**src/hdl/spy_mon_pkg.sv**
```systemverilog
package spy_mon_pkg;

   // widths shared by the monitor path and the host port
   localparam int unsigned spy_data_w = 32;            // host bus data width
   localparam int unsigned spy_addr_w = 6;             // host address width, 64 word sweep

   // one monitor word as it arrives from the trigger path
   typedef struct packed
   {
      logic [spy_data_w-1:0] data;                     // captured payload
      logic                  valid;                    // word present this cycle
   } mon_word_t;

   // init sweep sequencer states
   typedef enum logic
   {
      st_sweep = 1'b0,                                 // writing zeros, one addr per cycle
      st_idle  = 1'b1                                  // waiting for an init request
   } init_state_e;

endpackage : spy_mon_pkg

```
**src/hdl/spy_init_seq.sv**
```systemverilog
module spy_init_seq
   import spy_mon_pkg::*;
(
   input  logic                  spy_clock,
   input  logic                  axi_reset,
   input  logic                  init_spy_mem_i,   // request a new sweep
   output logic                  init_busy_o,      // high for the whole sweep
   output logic [spy_addr_w-1:0] init_addr_o       // shared by every buffer
);

   localparam logic [spy_addr_w-1:0] last_addr = {spy_addr_w{1'b1}};

   init_state_e           state;
   logic [spy_addr_w-1:0] init_addr;

   // one counter serves all buffers, they all clear the same address together
   always_ff @(posedge spy_clock)
   begin
      if (axi_reset)
      begin
         state     <= st_sweep;                        // sweep straight out of reset
         init_addr <= '0;
      end
      else
      begin
         case (state)
            st_sweep:
            begin
               init_addr <= init_addr + 1'b1;          // wraps to 0 after last_addr
               if (init_addr == last_addr)
               begin
                  state <= st_idle;                    // 64 cycles done
               end
            end
            st_idle:
            begin
               if (init_spy_mem_i)
               begin
                  state <= st_sweep;                   // addr already back at 0
               end
            end
            default:
            begin
               state <= st_idle;
            end
         endcase
      end
   end

   assign init_busy_o = (state == st_sweep);
   assign init_addr_o = init_addr;

   // a sweep never starts part way through the address space
   a_sweep_from_zero : assert property (
      @(posedge spy_clock) disable iff (axi_reset)
      (state == st_sweep && $past(state) == st_idle) |-> (init_addr == '0)
   );

endmodule : spy_init_seq

```
**config.mk**
```make
export PLATFORM = sky130hd
export DESIGN_NAME = spy_init_seq
export DESIGN_NICKNAME = d
export VERILOG_FILES = /design/src/hdl/spy_mon_pkg.sv /design/src/hdl/spy_init_seq.sv
export SDC_FILE = /design/constraint.sdc
export NUM_CORES = 1
export LEC_CHECK = 0
export ABC_AREA = 1
export BUFFER_PORTS_ARGS = -buffer_cell sky130_fd_sc_hd__buf_2
export CORE_AREA = 2 2 39 41
export DETAILED_ROUTE_END_ITERATION = 8
export DIE_AREA = 0 0 41 43
export PLACE_DENSITY_LB_ADDON = 0.05
export SKIP_CTS_REPAIR_TIMING = 1
export SYNTH_ARGS = -nofsm -noshare
export SYNTH_HDL_FRONTEND = slang
export SYNTH_SLANG_ARGS = --single-unit
```
**constraint.sdc**
```tcl
create_clock -name spy_clock -period 3.05 [get_ports spy_clock]
set_clock_uncertainty 0.05 [all_clocks]
set_input_delay 0.1525 -clock spy_clock [delete_from_list [all_inputs] [get_ports spy_clock]]
set_output_delay 0.1525 -clock spy_clock [all_outputs]
set_load 0.05 [all_outputs]
```
Yosys cells after proc, flatten, opt, wreduce, memory -nomap -nowiden
Index checks and enable logic that the tools add are counted.
- flip-flop bits (word level): 7
- bits in latches: 0
- RAM bits: 0
- ROM bits: 0
- input port bits: 3
- output and inout port bits: 7
- word-level logic and storage cells: 8
- memories: 0
- add/sub/neg operators: 1
- multipliers: 0
- divide/modulo/power cells: 0
- order comparisons: 0
- equal/unequal tests: 1
- shifts and indexed selects: 0
- mux-type cells: 3
- bitwise logic cells: 1
- reduce and logical (&&, ||, !) cells: 0
- operators with widths (kind ; number):
    $add 6x1->6 const B ; 1
    $eq 6x6->1 const B ; 1
    $mux 1 ; 2
    $pmux 1 s2 ; 1
    $not 1->1 ; 1

Longest topological paths before layout
- depth in word-level cells: 3
- gate-level depth with buffers: 6
- mapped depth without buffers: 6

Least setup slack after synthesis
No wires, ideal clock.
- path kind: register -> register
- start point: register init_addr[1] (netlist: init_addr_o[1])
- end point: register init_addr[4] (netlist: init_addr_o[4])
- library setup time: 0.119 ns
- arrival: 1.241 ns
- required time: 2.881 ns
- path slack: 1.639 ns
- cell stages (with the launch flop): 5
- path buffers: 0
- clock period less this slack: 1.411 ns
- path through: dfxtp_1 -> ha_1 -> nand3_1 -> o21ai_0 -> a21oi_1
- word-level cells in the longest chain between the ends: 1
- ends and longest elaborated chain (item ; RTL line ; RTL):
    start: declaration ; spy_init_seq.sv:14 ; logic [spy_addr_w-1:0] init_addr;
    start signal: assignment ; spy_init_seq.sv:29 ; init_addr <= init_addr + 1'b1;
    $add 6x1->6 ; spy_init_seq.sv:29 ;
Every way passes these cells.
A chain may end at the register's enable or synchronous reset.

Final worst setup path
- start point: register state
- end point: output port init_busy_o
- word-level cells in the longest chain between the ends: 1
- ends and longest elaborated chain (item ; RTL line ; RTL):
    start: declaration ; spy_init_seq.sv:13 ; init_state_e state;
    start signal: assignment ; spy_init_seq.sv:21 ; state <= st_sweep;
    start signal: assignment ; spy_init_seq.sv:32 ; state <= st_idle;
    start signal: assignment ; spy_init_seq.sv:39 ; state <= st_sweep;
    $not 1->1 ; - ;
    end: declaration ; spy_init_seq.sv:7 ; output logic init_busy_o,
Every way passes these cells.

==> flow_summary.json <==
{
  "dp_hpwl_um": 547.4,
  "die_width_um": 41,
  "port_buffers": 9,
  "critPathBufInv": 2,
  "die_h_um": 43,
  "setup_viol": 0,
  "ys_ff_latch": 7,
  "p_sw_mw": 0.05931,
  "dr.pass1.iters": 4,
  "top_layer": "met4",
  "postLayoutSetupSlackWorst_ps": 1842,
  "worstSetupStartpointType": "flop",
  "place_congestion": 0.7088,
  "synth_top_area_frac": 0.4211,
  "netlist_area_um2": 332.8,
  "reg2reg_from": "init_addr_o[0]$_SDFFE_PP0N_",
  "power_frac_clock": 0.406,
  "diodes": 0,
  "slowest_stage": "dfxtp_1",
  "antenna_found_initial": 0,
  "core_area_um2": 1384,
  "worstSetupEndpoint": "init_busy_o",
  "period_needed_ps": 1208,
  "fillers": 160,
  "fp.dieArea_um2": 1763,
  "synth_top_cell_by_area": "dfxtp_1",
  "clkLatencyLatePin_ps": 250,
  "fin_area_um2": 424.2,
  "critical_path_arrival_ps": 1010,
  "cts.sinks": 7,
  "routed-wl-met3_um": 87,
  "status": "completed",
  "finalPower_mw": 0.2113,
  "routed_wl_um": 726,
  "rsz0062_at_grt": "no",
  "pin_count": 10,
  "irDropWorstVdd_mv": 0.1468,
  "nets": 67,
  "synth_area_leaders": "dfxtp_1 (42%), nand2_1 (12%), inv_1 (9.0%)",
  "utilization": 0.3065,
  "crit_path_start": "state$_SDFF_PP0_",
  "cts_buffer_depth": 2,
  "placedCellCount": 74,
  "synth_cell_types": 14,
  "h-tree-depth": 1,
  "finalMaxSlewViolations": 0,
  "setup-tns-final_ps": 0,
  "routedWlPerCell_um": 9.308,
  "rows": 14,
  "hold_path.class": "primary input to flop",
  "final_hold_viol_count": 0,
  "antenna_left": 0,
  "path_cells": "inv_2 > buf_2",
  "relSlewSlack": 0.8342,
  "ys.warnings.count": 0,
  "timing.rr.end": "init_addr_o[4]$_SDFFE_PP0N_",
  "met2_length_um": 305,
  "post-route-period-util": 0.3961,
  "cts_inserted_buffers": 3,
  "switching_share": 0.2807,
  "drive_above_1_share": 0.2419,
  "power_density_nw_per_um2": 498.2,
  "place_ws_ps": 1938,
  "crit_path_max_incr_delay_ps": 340,
  "grt_overflow_total": 0,
  "cp-end-kind": "output port",
  "grt_pass1_wl_mm": 1.214,
  "layout.cells.non_filler": 78,
  "regToRegSetupSlack_ps": 1910,
  "synth_nets": 53,
  "syn-mean-instance-area_um2": 6.792,
  "finalHoldWorstSlack_ps": 14.41,
  "worstMarginPinSlew_ps": 250.5,
  "num_vias": 341,
  "internal_power_mw": 0.1520,
  "place_area_um2": 397.9,
  "worstSetupPathType": "flop to output port",
  "clk_pin_slew_ps": 60,
  "grt.total_usage": 0.1075,
  "viasPerCell": 4.372,
  "worstRegToRegCells": 4,
  "cts_tree": "built",
  "crit_family": "buffers and inverters",
  "drc_errors": 0,
  "max_freq_ghz": 0.8276,
  "initial_utilization": 0.2405,
  "clock-root-buffer": "clkbuf_4",
  "grt_pass1_vias": 292,
  "combPwrFrac": 0.126,
  "drt_iter0_drc": 7,
  "syn_to_final_growth_pct": 27.44,
  "wl_met1_um": 325,
  "drv.max_cap_violation_count": 0,
  "grt_start_max_net_pins": 9,
  "p_seq_frac": 0.468,
  "cp_num_cells": 2,
  "cp.required_ps": 2850,
  "power_leakage_nw": 0.2070,
  "syn_inst": 49,
  "yosysSeqAreaShare": 0.4211,
  "crit_fanout": 8
}
[logic make-up after synthesis]
kind of cell,after synthesis,share of synthesized area
simple gates,26,0.3384
compound gates,6,0.1015
fa+ha+maj,1,0.03759
flops,7,0.4210
buf+inv,9,0.1015
[power groups by stage]
stage / clock network [mW] / registers [mW] / logic [mW]
3_5_place_dp: 0 / 0.101 / 0.0269
5_1_grt: 0.0995 / 0.0992 / 0.0294
6_report: 0.0857 / 0.0989 / 0.0267
3_3_place_gp: 0 / 0.101 / 0.0271
4_1_cts: 0.0928 / 0.0987 / 0.0270
2_1_floorplan: 0 / 0.112 / 0.00854
[routing by layer]
metal / vias to the layer above / global-route usage
met3: 2 / 0.07853
met4: 0 / 0.06000
met1: 147 / 0.1419
li1: 178 / -
met2: 14 / 0.1219
met5: - / 0
[synth_stat cells, drive strengths merged]
library cell,count
ha,1
o21ai,2
a21oi,4
dfxtp,7
or2,1
nand4,1
nand3,3
nand3b,1
nand2,11
inv,9
nor2,9
[how the worst min path moves through the flow]
stage | startpoint | endpoint | slack [ps] | depth (start not counted)
after floorplan | axi_reset | state$_SDFF_PP0_ | 160 | 1
final | axi_reset | state$_SDFF_PP0_ | 10 | 2
after detailed placement | axi_reset | state$_SDFF_PP0_ | 280 | 2
after global placement | axi_reset | state$_SDFF_PP0_ | 280 | 2
after CTS | axi_reset | state$_SDFF_PP0_ | 2 | 2
after global routing | axi_reset | state$_SDFF_PP0_ | 7 | 2
[worst reg2reg max path: cells and delay by family (launching register included)]
family,cells,cell delay [ps]
flip-flops,1,390
adder cells (fa/ha/maj),1,240
AND/OR/NAND/NOR,1,120
AO/OA/AOI/OAI,2,220
[cells in the final DEF (no fill, tap or decap), drive strengths merged]
cell type,n
a21oi,4
buf,9
clkbuf,4
dfxtp,7
ha,1
inv,9
nand2,11
nand3,3
nand3b,1
nand4,1
nor2,9
o21ai,2
or2,1
[final cells by class]
cell class | count | area [µm²] | area share
tap | 16 | 20.02 | 0.04720
sequential | 7 | 140.1 | 0.3304
inverter | 9 | 33.78 | 0.07965
clock buffer | 4 | 26.28 | 0.06195
multi-input combinational | 33 | 158.9 | 0.3746
timing repair buffer | 9 | 45.04 | 0.1062
[state kept, by name, summed over array words and instances, names as in the netlist]
signal / count
state: 1
init_addr_o: 6
Note: power is estimated with default switching activity, not from simulation.
