### config.mk
export PLATFORM = sky130hd
export DESIGN_NAME = spy_port_mux
export DESIGN_NICKNAME = d
export VERILOG_FILES = /design/src/hdl/spy_mon_pkg.sv /design/src/hdl/spy_ctrl_pkg.sv /design/src/hdl/spy_port_mux.sv
export SDC_FILE = /design/constraint.sdc
export NUM_CORES = 1
export LEC_CHECK = 0
export BUFFER_PORTS_ARGS = -buffer_cell sky130_fd_sc_hd__buf_2
export CORE_AREA = 2 2 228 230
export DETAILED_ROUTE_END_ITERATION = 7
export DIE_AREA = 0 0 230 232
export PLACE_DENSITY = 0.3
export SYNTH_ARGS = -nofsm -noshare
export SYNTH_HDL_FRONTEND = slang
export SYNTH_SLANG_ARGS = --single-unit
export TNS_END_PERCENT = 100
### constraint.sdc
create_clock -name spy_clock -period 1.9 [get_ports spy_clock]
set_input_delay 0.095 -clock spy_clock [delete_from_list [all_inputs] [get_ports spy_clock]]
set_output_delay 0.095 -clock spy_clock [all_outputs]
set_load 0.01 [all_outputs]
### src/hdl/spy_mon_pkg.sv
package spy_mon_pkg;

   // widths shared by the monitor path and the host port
   localparam int unsigned spy_data_w = 32;            // host bus data width
   localparam int unsigned spy_addr_w = 6;             // host address width, 64 word sweep

   // one monitor word as it arrives from the trigger path
   typedef struct packed
   {
      logic [spy_data_w-1:0] data;                     // captured payload
      logic                  valid;                    // word present this cycle
   } mon_word_t;

   // init sweep sequencer states
   typedef enum logic
   {
      st_sweep = 1'b0,                                 // writing zeros, one addr per cycle
      st_idle  = 1'b1                                  // waiting for an init request
   } init_state_e;

endpackage : spy_mon_pkg

### src/hdl/spy_ctrl_pkg.sv
package spy_ctrl_pkg;

   import spy_mon_pkg::*;

   // host port operation, one cycle strobe
   typedef enum logic [1:0]
   {
      op_none  = 2'd0,                                 // idle cycle
      op_read  = 2'd1,                                 // data back one cycle later
      op_write = 2'd2                                  // stored at end of cycle
   } spy_op_e;

   // host request toward one buffer
   typedef struct packed
   {
      spy_op_e               op;                       // 2 bits
      logic [spy_addr_w-1:0] addr;                     // word address
      logic [spy_data_w-1:0] wr_data;                  // only meaningful for op_write
   } spy_host_req_t;

   // host response from one buffer
   typedef struct packed
   {
      logic [spy_data_w-1:0] rd_data;                  // zero unless rd_vld
      logic                  rd_vld;                   // registered, follows op_read
   } spy_host_rsp_t;

endpackage : spy_ctrl_pkg

### src/hdl/spy_port_mux.sv
module spy_port_mux
   import spy_mon_pkg::*;
   import spy_ctrl_pkg::*;
#(
   parameter int sb_num = 4                            // number of spy buffers
)
(
   input  logic                  spy_clock,
   input  logic                  axi_reset,
   input  logic                  init_busy_i,          // sweep in progress
   input  logic [spy_addr_w-1:0] init_addr_i,          // sweep address
   input  spy_host_req_t         host_req_i    [sb_num],
   input  logic [spy_data_w-1:0] mem_rd_data_i [sb_num],  // buffer read registers
   output spy_host_req_t         mem_req_o     [sb_num],
   output spy_host_rsp_t         host_rsp_o    [sb_num]
);

   logic [sb_num-1:0] rd_vld;                          // one per buffer

   // init owns every memory port while the sweep runs
   always_comb
   begin
      for (int i = 0; i < sb_num; i++)
      begin
         if (init_busy_i)
         begin
            mem_req_o[i].op      = op_write;           // zero write
            mem_req_o[i].addr    = init_addr_i;
            mem_req_o[i].wr_data = '0;
         end
         else
         begin
            mem_req_o[i] = host_req_i[i];              // host passes straight through
         end
      end
   end

   // read valid lines up with the buffer's registered read data
   always_ff @(posedge spy_clock)
   begin
      if (axi_reset)
      begin
         rd_vld <= '0;
      end
      else
      begin
         for (int i = 0; i < sb_num; i++)
         begin
            rd_vld[i] <= (host_req_i[i].op == op_read) && !init_busy_i;  // no reads in sweep
         end
      end
   end

   // zero data whenever the response is not valid
   always_comb
   begin
      for (int i = 0; i < sb_num; i++)
      begin
         host_rsp_o[i].rd_vld = rd_vld[i];
         if (rd_vld[i])
         begin
            host_rsp_o[i].rd_data = mem_rd_data_i[i];
         end
         else
         begin
            host_rsp_o[i].rd_data = '0;
         end
      end
   end

   // a host read issued during the sweep must come back invalid
   a_no_vld_after_init : assert property (
      @(posedge spy_clock) disable iff (axi_reset)
      init_busy_i |=> (rd_vld == '0)
   );

endmodule : spy_port_mux

; ---- Yosys cells after proc, flatten, opt, wreduce, memory -nomap -nowiden
; Index checks and enable logic that the tools add are counted.
; Widths: inputs -> output; s select.
[word_totals]
ff_bits = 4
wordCells = 18
[op_classes]
eq_ne = 4
muxes = 8
reduce_logical = 5
[op_table]
columns = op, count
row1 = $mux 40, 4
row2 = $mux 32, 4
row3 = $eq 2x1->1 const B, 4
row4 = $logic_and 1x1->1, 4
row5 = $logic_not 1->1, 1

; ---- Logic depth before layout (Yosys ltp)
; Gate-level depths: netlist (run 1).
[logic_depth]
depth_word = 2
mapped_depth = 3
ltp_nobuf = 1

; ---- Worst setup path before layout (run 1)
; No wires, ideal clock.
[synth_timing]
path_type = register to output
startpoint = register rd_vld[0]
endpoint = output port host_rsp_o[101] (netlist name)
arrival_time_ns = 0.801
setup_slack_ns = 1.004
path_stages_with_launch = 3
n_path_buf = 1
path_cell_list = dfxtp_1 clkbuf_1 and2_1
[synth_lines]
columns = element, line_no
row1 = "start, declared", spy_port_mux.sv:18  ; logic [sb_num-1:0] rd_vld;
row2 = "start signal, assigned by index", spy_port_mux.sv:49  ; rd_vld[i] <= (host_req_i[i].op == op_read) && !init_busy_i;
row3 = "end, declared", spy_port_mux.sv:15  ; output spy_host_rsp_t host_rsp_o [sb_num]

==> flow_summary.toml, run 1 <==
[routing]
postRouteWirelength_um = 18200
drt-vias-per-instance = 2.79
drt_pass1_iterations = 4
drt-initial-drc-count = 99
post-route-drc-count = 0
num_vias = 4391
post_detailed_route_wirelength_per_cell_um = 11.6
ant_nets = 0

[timing]
fin_setup_tns_ns = 0
timing.final.crit_period_ns = 1.41
setup_violations = 0
hold_viol_final = 0
max_slew.worst_pin.slew_ns = 0.372
timing.slew.headroom = 0.751
final_min_period_over_clock_period = 0.742
unrepaired_setup_endpoints_after_global_routing = "no"
layout_setup_ws_ns = 0.489
final-max-slew-violation-count = 0
fmax_mhz = 709

[min_path]
worst_hold_path.num_cells = 2
hold_path.class = "in -> reg"
worstHoldStart = "host_req_i[119]"
whs_endpoint = "rd_vld[1]"

[power]
power.density_cell_area_mw_per_mm2 = 232
sw_frac_of_total = 0.379
power.share.sequential = 0.064
max-vdd-ir-drop_v = 0.000186
power_switching_uw = 530
p_leak_uw = 0.00353
part_of_the_power_in_combinational_logic = 0.690
share_clk_of_total_power = 0.246
cellInternalPower_uw = 867

[grt]
antenna_found_initial = 4
first_pass_grt_wire_length_um = 24100
maximum_number_of_pins_on_one_net_before_global_route_repair = 71
grt_pass1_vias = 4184
grt_usage = 0.0605
total_global_routing_overflow = 0

[clock_tree]
clk_path_buf_depth = 2
cts_tree = "built"
total_cts_buffers = 3
post-cts-setup-buffer-count = 0
ctsHtreeMaxLevel = 1
clkSinkCount = 4
cts.root.buffer_cell = "sky130_fd_sc_hd__clkbuf_16"
clkTransAtPathRegs_ns = 0.03
cts.hold.buffers_added = 0
postcts_resize_cnt = 0

[synth]
postSynthNetCount = 623
synthDominantAreaCellType = "sky130_fd_sc_hd__nor2b_1"
netlist_instances = 326
netlist_area_mm2 = 0.00222
synth_top_cells_by_area = "sky130_fd_sc_hd__nor2b_1 37%, sky130_fd_sc_hd__and2_1 36%, sky130_fd_sc_hd__mux2_2 12%"
postSynthRegisterBits = 4
post-synth-top-area-fraction = 0.372
synth-warning-count = 0
synth_seq_area_share = 0.0360
postSynthAreaPerCell_um2 = 6.82
post_synth_num_cell_types = 9

[run]
max_cap_viol_count = 0

[critical_path]
cp-start-kind = "register"
critical_path.cell_chain = "buf_4, and2_1, buf_2"
worst-endpoint-arrival_ns = 1.32
crit_path_end_kind = "output pin"
crit_slowest_cell = "sky130_fd_sc_hd__dfxtp_1"
crit_path_max_fanout = 20
timing.critical_path.required_ns = 1.80
worst_path_largest_cell_delay_ns = 0.53
worstSetupPathType = "reg -> out"

[run_status]
outcome = "completed"

[placed_design]
pre_cts_slack_ns = 0.731
detailed_place_hpwl_um = 16500
placement.io_buffers = 588
routability_driven_placement_congestion_ratio = 0.936

[floorplanning]
dieWidth_um = 230
boundaryPins = 589
floorplan.die_area_mm2 = 0.0534
die_y_um = 232
placement_rows = 83
initial_utilization = 0.0437
placeableCoreArea_mm2 = 0.0509

[final_layout]
biggestRegsByFlops = "rd_vld: 4 flops"
diodes = 0
layout-drive-gt1-share = 0.705
layout.area.seq_um2 = 80.1
largest_register_ffs = 4
synthToLayoutAreaGrowth_pct = 171
layout.filler_cells = 5975
multiInputGateArea_mm2 = 0.00198
finalNetCount = 1195
max_flop_register = "rd_vld"
-- cells in the final DEF (no fill, tap or decap) --
master | Yosys | routed
sky130_fd_sc_hd__buf_4 | 0 | 8
sky130_fd_sc_hd__dfxtp_1 | 4 | 4
sky130_fd_sc_hd__nor4b_2 | 4 | 4
sky130_fd_sc_hd__and2_1 | 128 | 128
sky130_fd_sc_hd__or2_2 | 4 | 4
sky130_fd_sc_hd__buf_2 | 14 | 587
sky130_fd_sc_hd__nor2b_1 | 132 | 132
sky130_fd_sc_hd__mux2_2 | 24 | 24
sky130_fd_sc_hd__clkbuf_16 | 0 | 3
sky130_fd_sc_hd__buf_6 | 4 | 1
sky130_fd_sc_hd__buf_12 | 0 | 1
-- area by class of cell --
type                    instances  area share
clock buffers                   3      0.0125
well taps                     680       0.141
flip-flops and latches          4      0.0133
multi-input cells             292       0.329
repair buffers                597       0.503
-- worst max-delay path: cells and delay by family (launching register included) --
kind / cells / cell delay (ns)
buffers and inverters: 2 / 0.39
DFF: 1 / 0.53
and+or+nand+nor: 1 / 0.15
-- power by group through the flow --
stage / registers, µW / logic [µW] / clock network [µW]
floorplan: 91.4 / 389 / 0
global placement: 90.3 / 994 / 0
detailed placement: 90.4 / 974 / 0
CTS: 89.3 / 979 / 354
global route: 89.6 / 1050 / 354
finish: 89.1 / 965 / 344
-- worst max path at each step --
stage / start / end
after floorplan: rd_vld[0] / host_rsp_o[101]
after global placement: init_busy_i / mem_req_o[112]
after detailed placement: init_busy_i / mem_req_o[152]
after CTS: rd_vld[2] / host_rsp_o[63]
after global routing: rd_vld[2] / host_rsp_o[44]
final: rd_vld[2] / host_rsp_o[63]
-- cells by family (layout without fill, tap and decap cells) --
| logic type | count (synthesis) | in the layout | synth area share |
|---|---|---|---|
| multiplexers | 24 | 24 | 0.122 |
| AND/OR/NAND/NOR | 268 | 268 | 0.770 |
| buffers and inverters | 30 | 600 | 0.0721 |
| flip-flops | 4 | 4 | 0.0360 |
-- through the flow --
stage | instance area (µm²) | cells | hold WS, ns | total power (µW) | util
6_report | 6020 | 1576 | 0.0473 | 1400 | 0.118
3_5_place_dp | 5940 | 1573 | 0.288 | 1060 | 0.117
2_1_floorplan | 2220 | 326 | 0.168 | 480 | -
4_1_cts | 6020 | 1576 | 0.0441 | 1420 | 0.118
3_3_place_gp | 5940 | 1573 | 0.291 | 1080 | 0.117
5_1_grt | 6020 | 1576 | 0.0625 | 1490 | 0.118
-- per-layer routing --
| metal | wire length (µm) | GRT usage | up-vias |
|---|---|---|---|
| met3 | 1980 | 0.0162 | 22 |
| met4 | 582 | 0.0292 | 2 |
| met5 | 8 | 0 | - |
| li1 | - | - | 2121 |
| met2 | 9190 | 0.115 | 366 |
| met1 | 6450 | 0.0610 | 1880 |
-- synth_stat cells, drive strengths merged --
library cell  instances
clkbuf               12
buf                  18
dfxtp                 4
nor4b                 4
nor2b               132
and2                128
mux2                 24
or2                   4
Note: power is estimated with default switching activity, not from simulation.
==> inputs of run 2 (changes only) <==
--- a/config.mk
+++ b/config.mk
@@ -6,9 +6,9 @@
 export NUM_CORES = 1
 export LEC_CHECK = 0
 export BUFFER_PORTS_ARGS = -buffer_cell sky130_fd_sc_hd__buf_2
-export CORE_AREA = 2 2 228 230
+export CORE_AREA = 2 2 232 234
 export DETAILED_ROUTE_END_ITERATION = 7
-export DIE_AREA = 0 0 230 232
+export DIE_AREA = 0 0 234 236
 export PLACE_DENSITY = 0.3
 export SYNTH_ARGS = -nofsm -noshare
 export SYNTH_HDL_FRONTEND = slang
==> constraint.sdc (replaced) <==
create_clock -name spy_clock -period 1.34 [get_ports spy_clock]
set_input_delay 0.067 -clock spy_clock [delete_from_list [all_inputs] [get_ports spy_clock]]
set_output_delay 0.067 -clock spy_clock [all_outputs]
set_load 0.01 [all_outputs]
==> run 2 against run 1 <==
  * Global-route usage grew 0.65 points
  * Clock-buffer cell count unchanged
  * Critical path depth did not move
  * Utilization down 0.23 points
  * Non-clock buffer count is 4 higher
  * Setup slack worse by 0.36 ns
  * Cell count up 1.6%
  * Wire length rose by 13%
  * Critical endpoint is now host_rsp_o[23]
==> flow_summary.toml, run 2 (synthesized netlist as in run 1, its figures left out) <==
[run_status]
outcome = "completed"

[grt]
maximum_number_of_pins_on_one_net_before_global_route_repair = 48
antenna_found_initial = 10
grt_usage = 0.0670
grt_pass1_vias = 4311
total_global_routing_overflow = 0
first_pass_grt_wire_length_um = 27100

[critical_path]
cp-start-kind = "register"
worstSetupPathType = "reg -> out"
worst_setup_path_startpoint = "rd_vld[3]"
worst-endpoint-arrival_ns = 1.15
timing.critical_path.to = "host_rsp_o[23]"
crit_path_end_kind = "output pin"
crit_path_max_fanout = 33
timing.critical_path.required_ns = 1.27

[placed_design]
placement.io_buffers = 588
detailed_place_hpwl_um = 18800
routability_driven_placement_congestion_ratio = 0.827

[routing]
postRouteWirelength_um = 20600
drt-initial-drc-count = 91
drt-vias-per-instance = 2.76
ant_nets = 0
post-route-drc-count = 0
post_detailed_route_wirelength_per_cell_um = 12.9
num_vias = 4412
drt_pass1_iterations = 4

[power]
power.density_cell_area_mw_per_mm2 = 324
p_leak_uw = 0.00357
power.share.sequential = 0.063
power_switching_uw = 739
cellInternalPower_uw = 1250
max-vdd-ir-drop_v = 0.000164
part_of_the_power_in_combinational_logic = 0.701
sw_frac_of_total = 0.371
share_clk_of_total_power = 0.237

[final_layout]
max_flop_register = "rd_vld"
synthToLayoutAreaGrowth_pct = 177
largest_register_ffs = 4
finalNetCount = 1199
biggestRegsByFlops = "rd_vld: 4 flops"
final_common_cell = "sky130_fd_sc_hd__buf_2"
layout-drive-gt1-share = 0.707
mostFrequentLayoutCells = "587 x sky130_fd_sc_hd__buf_2, 132 x sky130_fd_sc_hd__nor2b_1, 128 x sky130_fd_sc_hd__and2_1, 24 x sky130_fd_sc_hd__mux2_2, 7 x sky130_fd_sc_hd__buf_12"

[floorplanning]
die_y_um = 236
placeableCoreArea_mm2 = 0.0531
placement_rows = 85
dieWidth_um = 234
initial_utilization = 0.0419
boundaryPins = 589
floorplan.die_area_mm2 = 0.0552

[timing]
unrepaired_setup_endpoints_after_global_routing = "no"
final-max-slew-violation-count = 0
worst_hold_slack_ns = 0.0292
fmax_mhz = 823
final_min_period_over_clock_period = 0.907
timing.slew.headroom = 0.846
setup_violations = 0
hold_viol_final = 0
max_slew.worst_pin.slew_ns = 0.231
timing.final.crit_period_ns = 1.21
fin_setup_tns_ns = 0

[run]
max_cap_viol_count = 0

[clock_tree]
postcts_resize_cnt = 0
ctsHtreeMaxLevel = 1
clkSinkCount = 4
post-cts-setup-buffer-count = 0
clkTransAtPathRegs_ns = 0.03
cts_tree = "built"
cts.root.buffer_cell = "sky130_fd_sc_hd__clkbuf_16"
cts.hold.buffers_added = 0
total_cts_buffers = 3
clk_path_buf_depth = 2

[min_path]
worstHoldStart = "host_req_i[119]"
hold_path.class = "in -> reg"
-- run 2: cell types whose count changed in the layout (fill, tap and decap cells not counted), sizes merged --
cell | previous run | this run
diode | 0 | 5
buf | 597 | 601
-- run 2: layout make-up --
cell class | count | area, µm²
sequential | 4 | 80.1
clock buffer | 3 | 75.1
antenna | 5 | 12.5
timing repair buffer | 601 | 3130
fill | 6227 | 46900
tap | 696 | 871
multi-input combinational | 292 | 1980
-- run 2: power groups by stage --
stage | Sequential, µW | Clock, µW | Combinational, µW
global placement | 127 | 0 | 1440
floorplan | 130 | 0 | 551
detailed placement | 127 | 0 | 1430
CTS | 125 | 485 | 1430
global route | 126 | 487 | 1540
finish | 125 | 471 | 1400
-- run 2: critical path, stage by stage (launching register included) --
cell and delay (ns):
sky130_fd_sc_hd__dfxtp_1 0.35, sky130_fd_sc_hd__buf_12 0.17, sky130_fd_sc_hd__and2_1 0.23, sky130_fd_sc_hd__buf_2 0.16
-- run 2: stage by stage --
stage | cell area, µm² | worst slack (ns) | power [µW] | instances | util
final | 6150 | 0.125 | 1990 | 1601 | 0.116
after global routing | 6140 | 0.0607 | 2150 | 1596 | 0.116
after CTS | 6140 | 0.0941 | 2040 | 1596 | 0.116
after detailed placement | 6070 | 0.283 | 1550 | 1593 | 0.114
after global placement | 6070 | 0.277 | 1560 | 1593 | 0.114
after floorplan | 2220 | 0.472 | 681 | 326 | -
-- run 2: how the worst min path moves through the flow --
stage | endpoint | slack (ns) | depth (start not counted)
final | rd_vld[1] | 0.03 | 2
after global routing | rd_vld[1] | 0.03 | 2
after CTS | rd_vld[1] | 0.03 | 2
after detailed placement | rd_vld[1] | 0.26 | 2
after global placement | rd_vld[1] | 0.27 | 2
after floorplan | rd_vld[0] | 0.14 | 1
-- run 2: layer usage --
layer  up-vias  GRT usage  wire length, µm
li1       2138          -                -
met1      1906     0.0675             7140
met2       340      0.132            10700
met3        18     0.0242             2570
met4        10    0.00806              120
met5         -          0               65
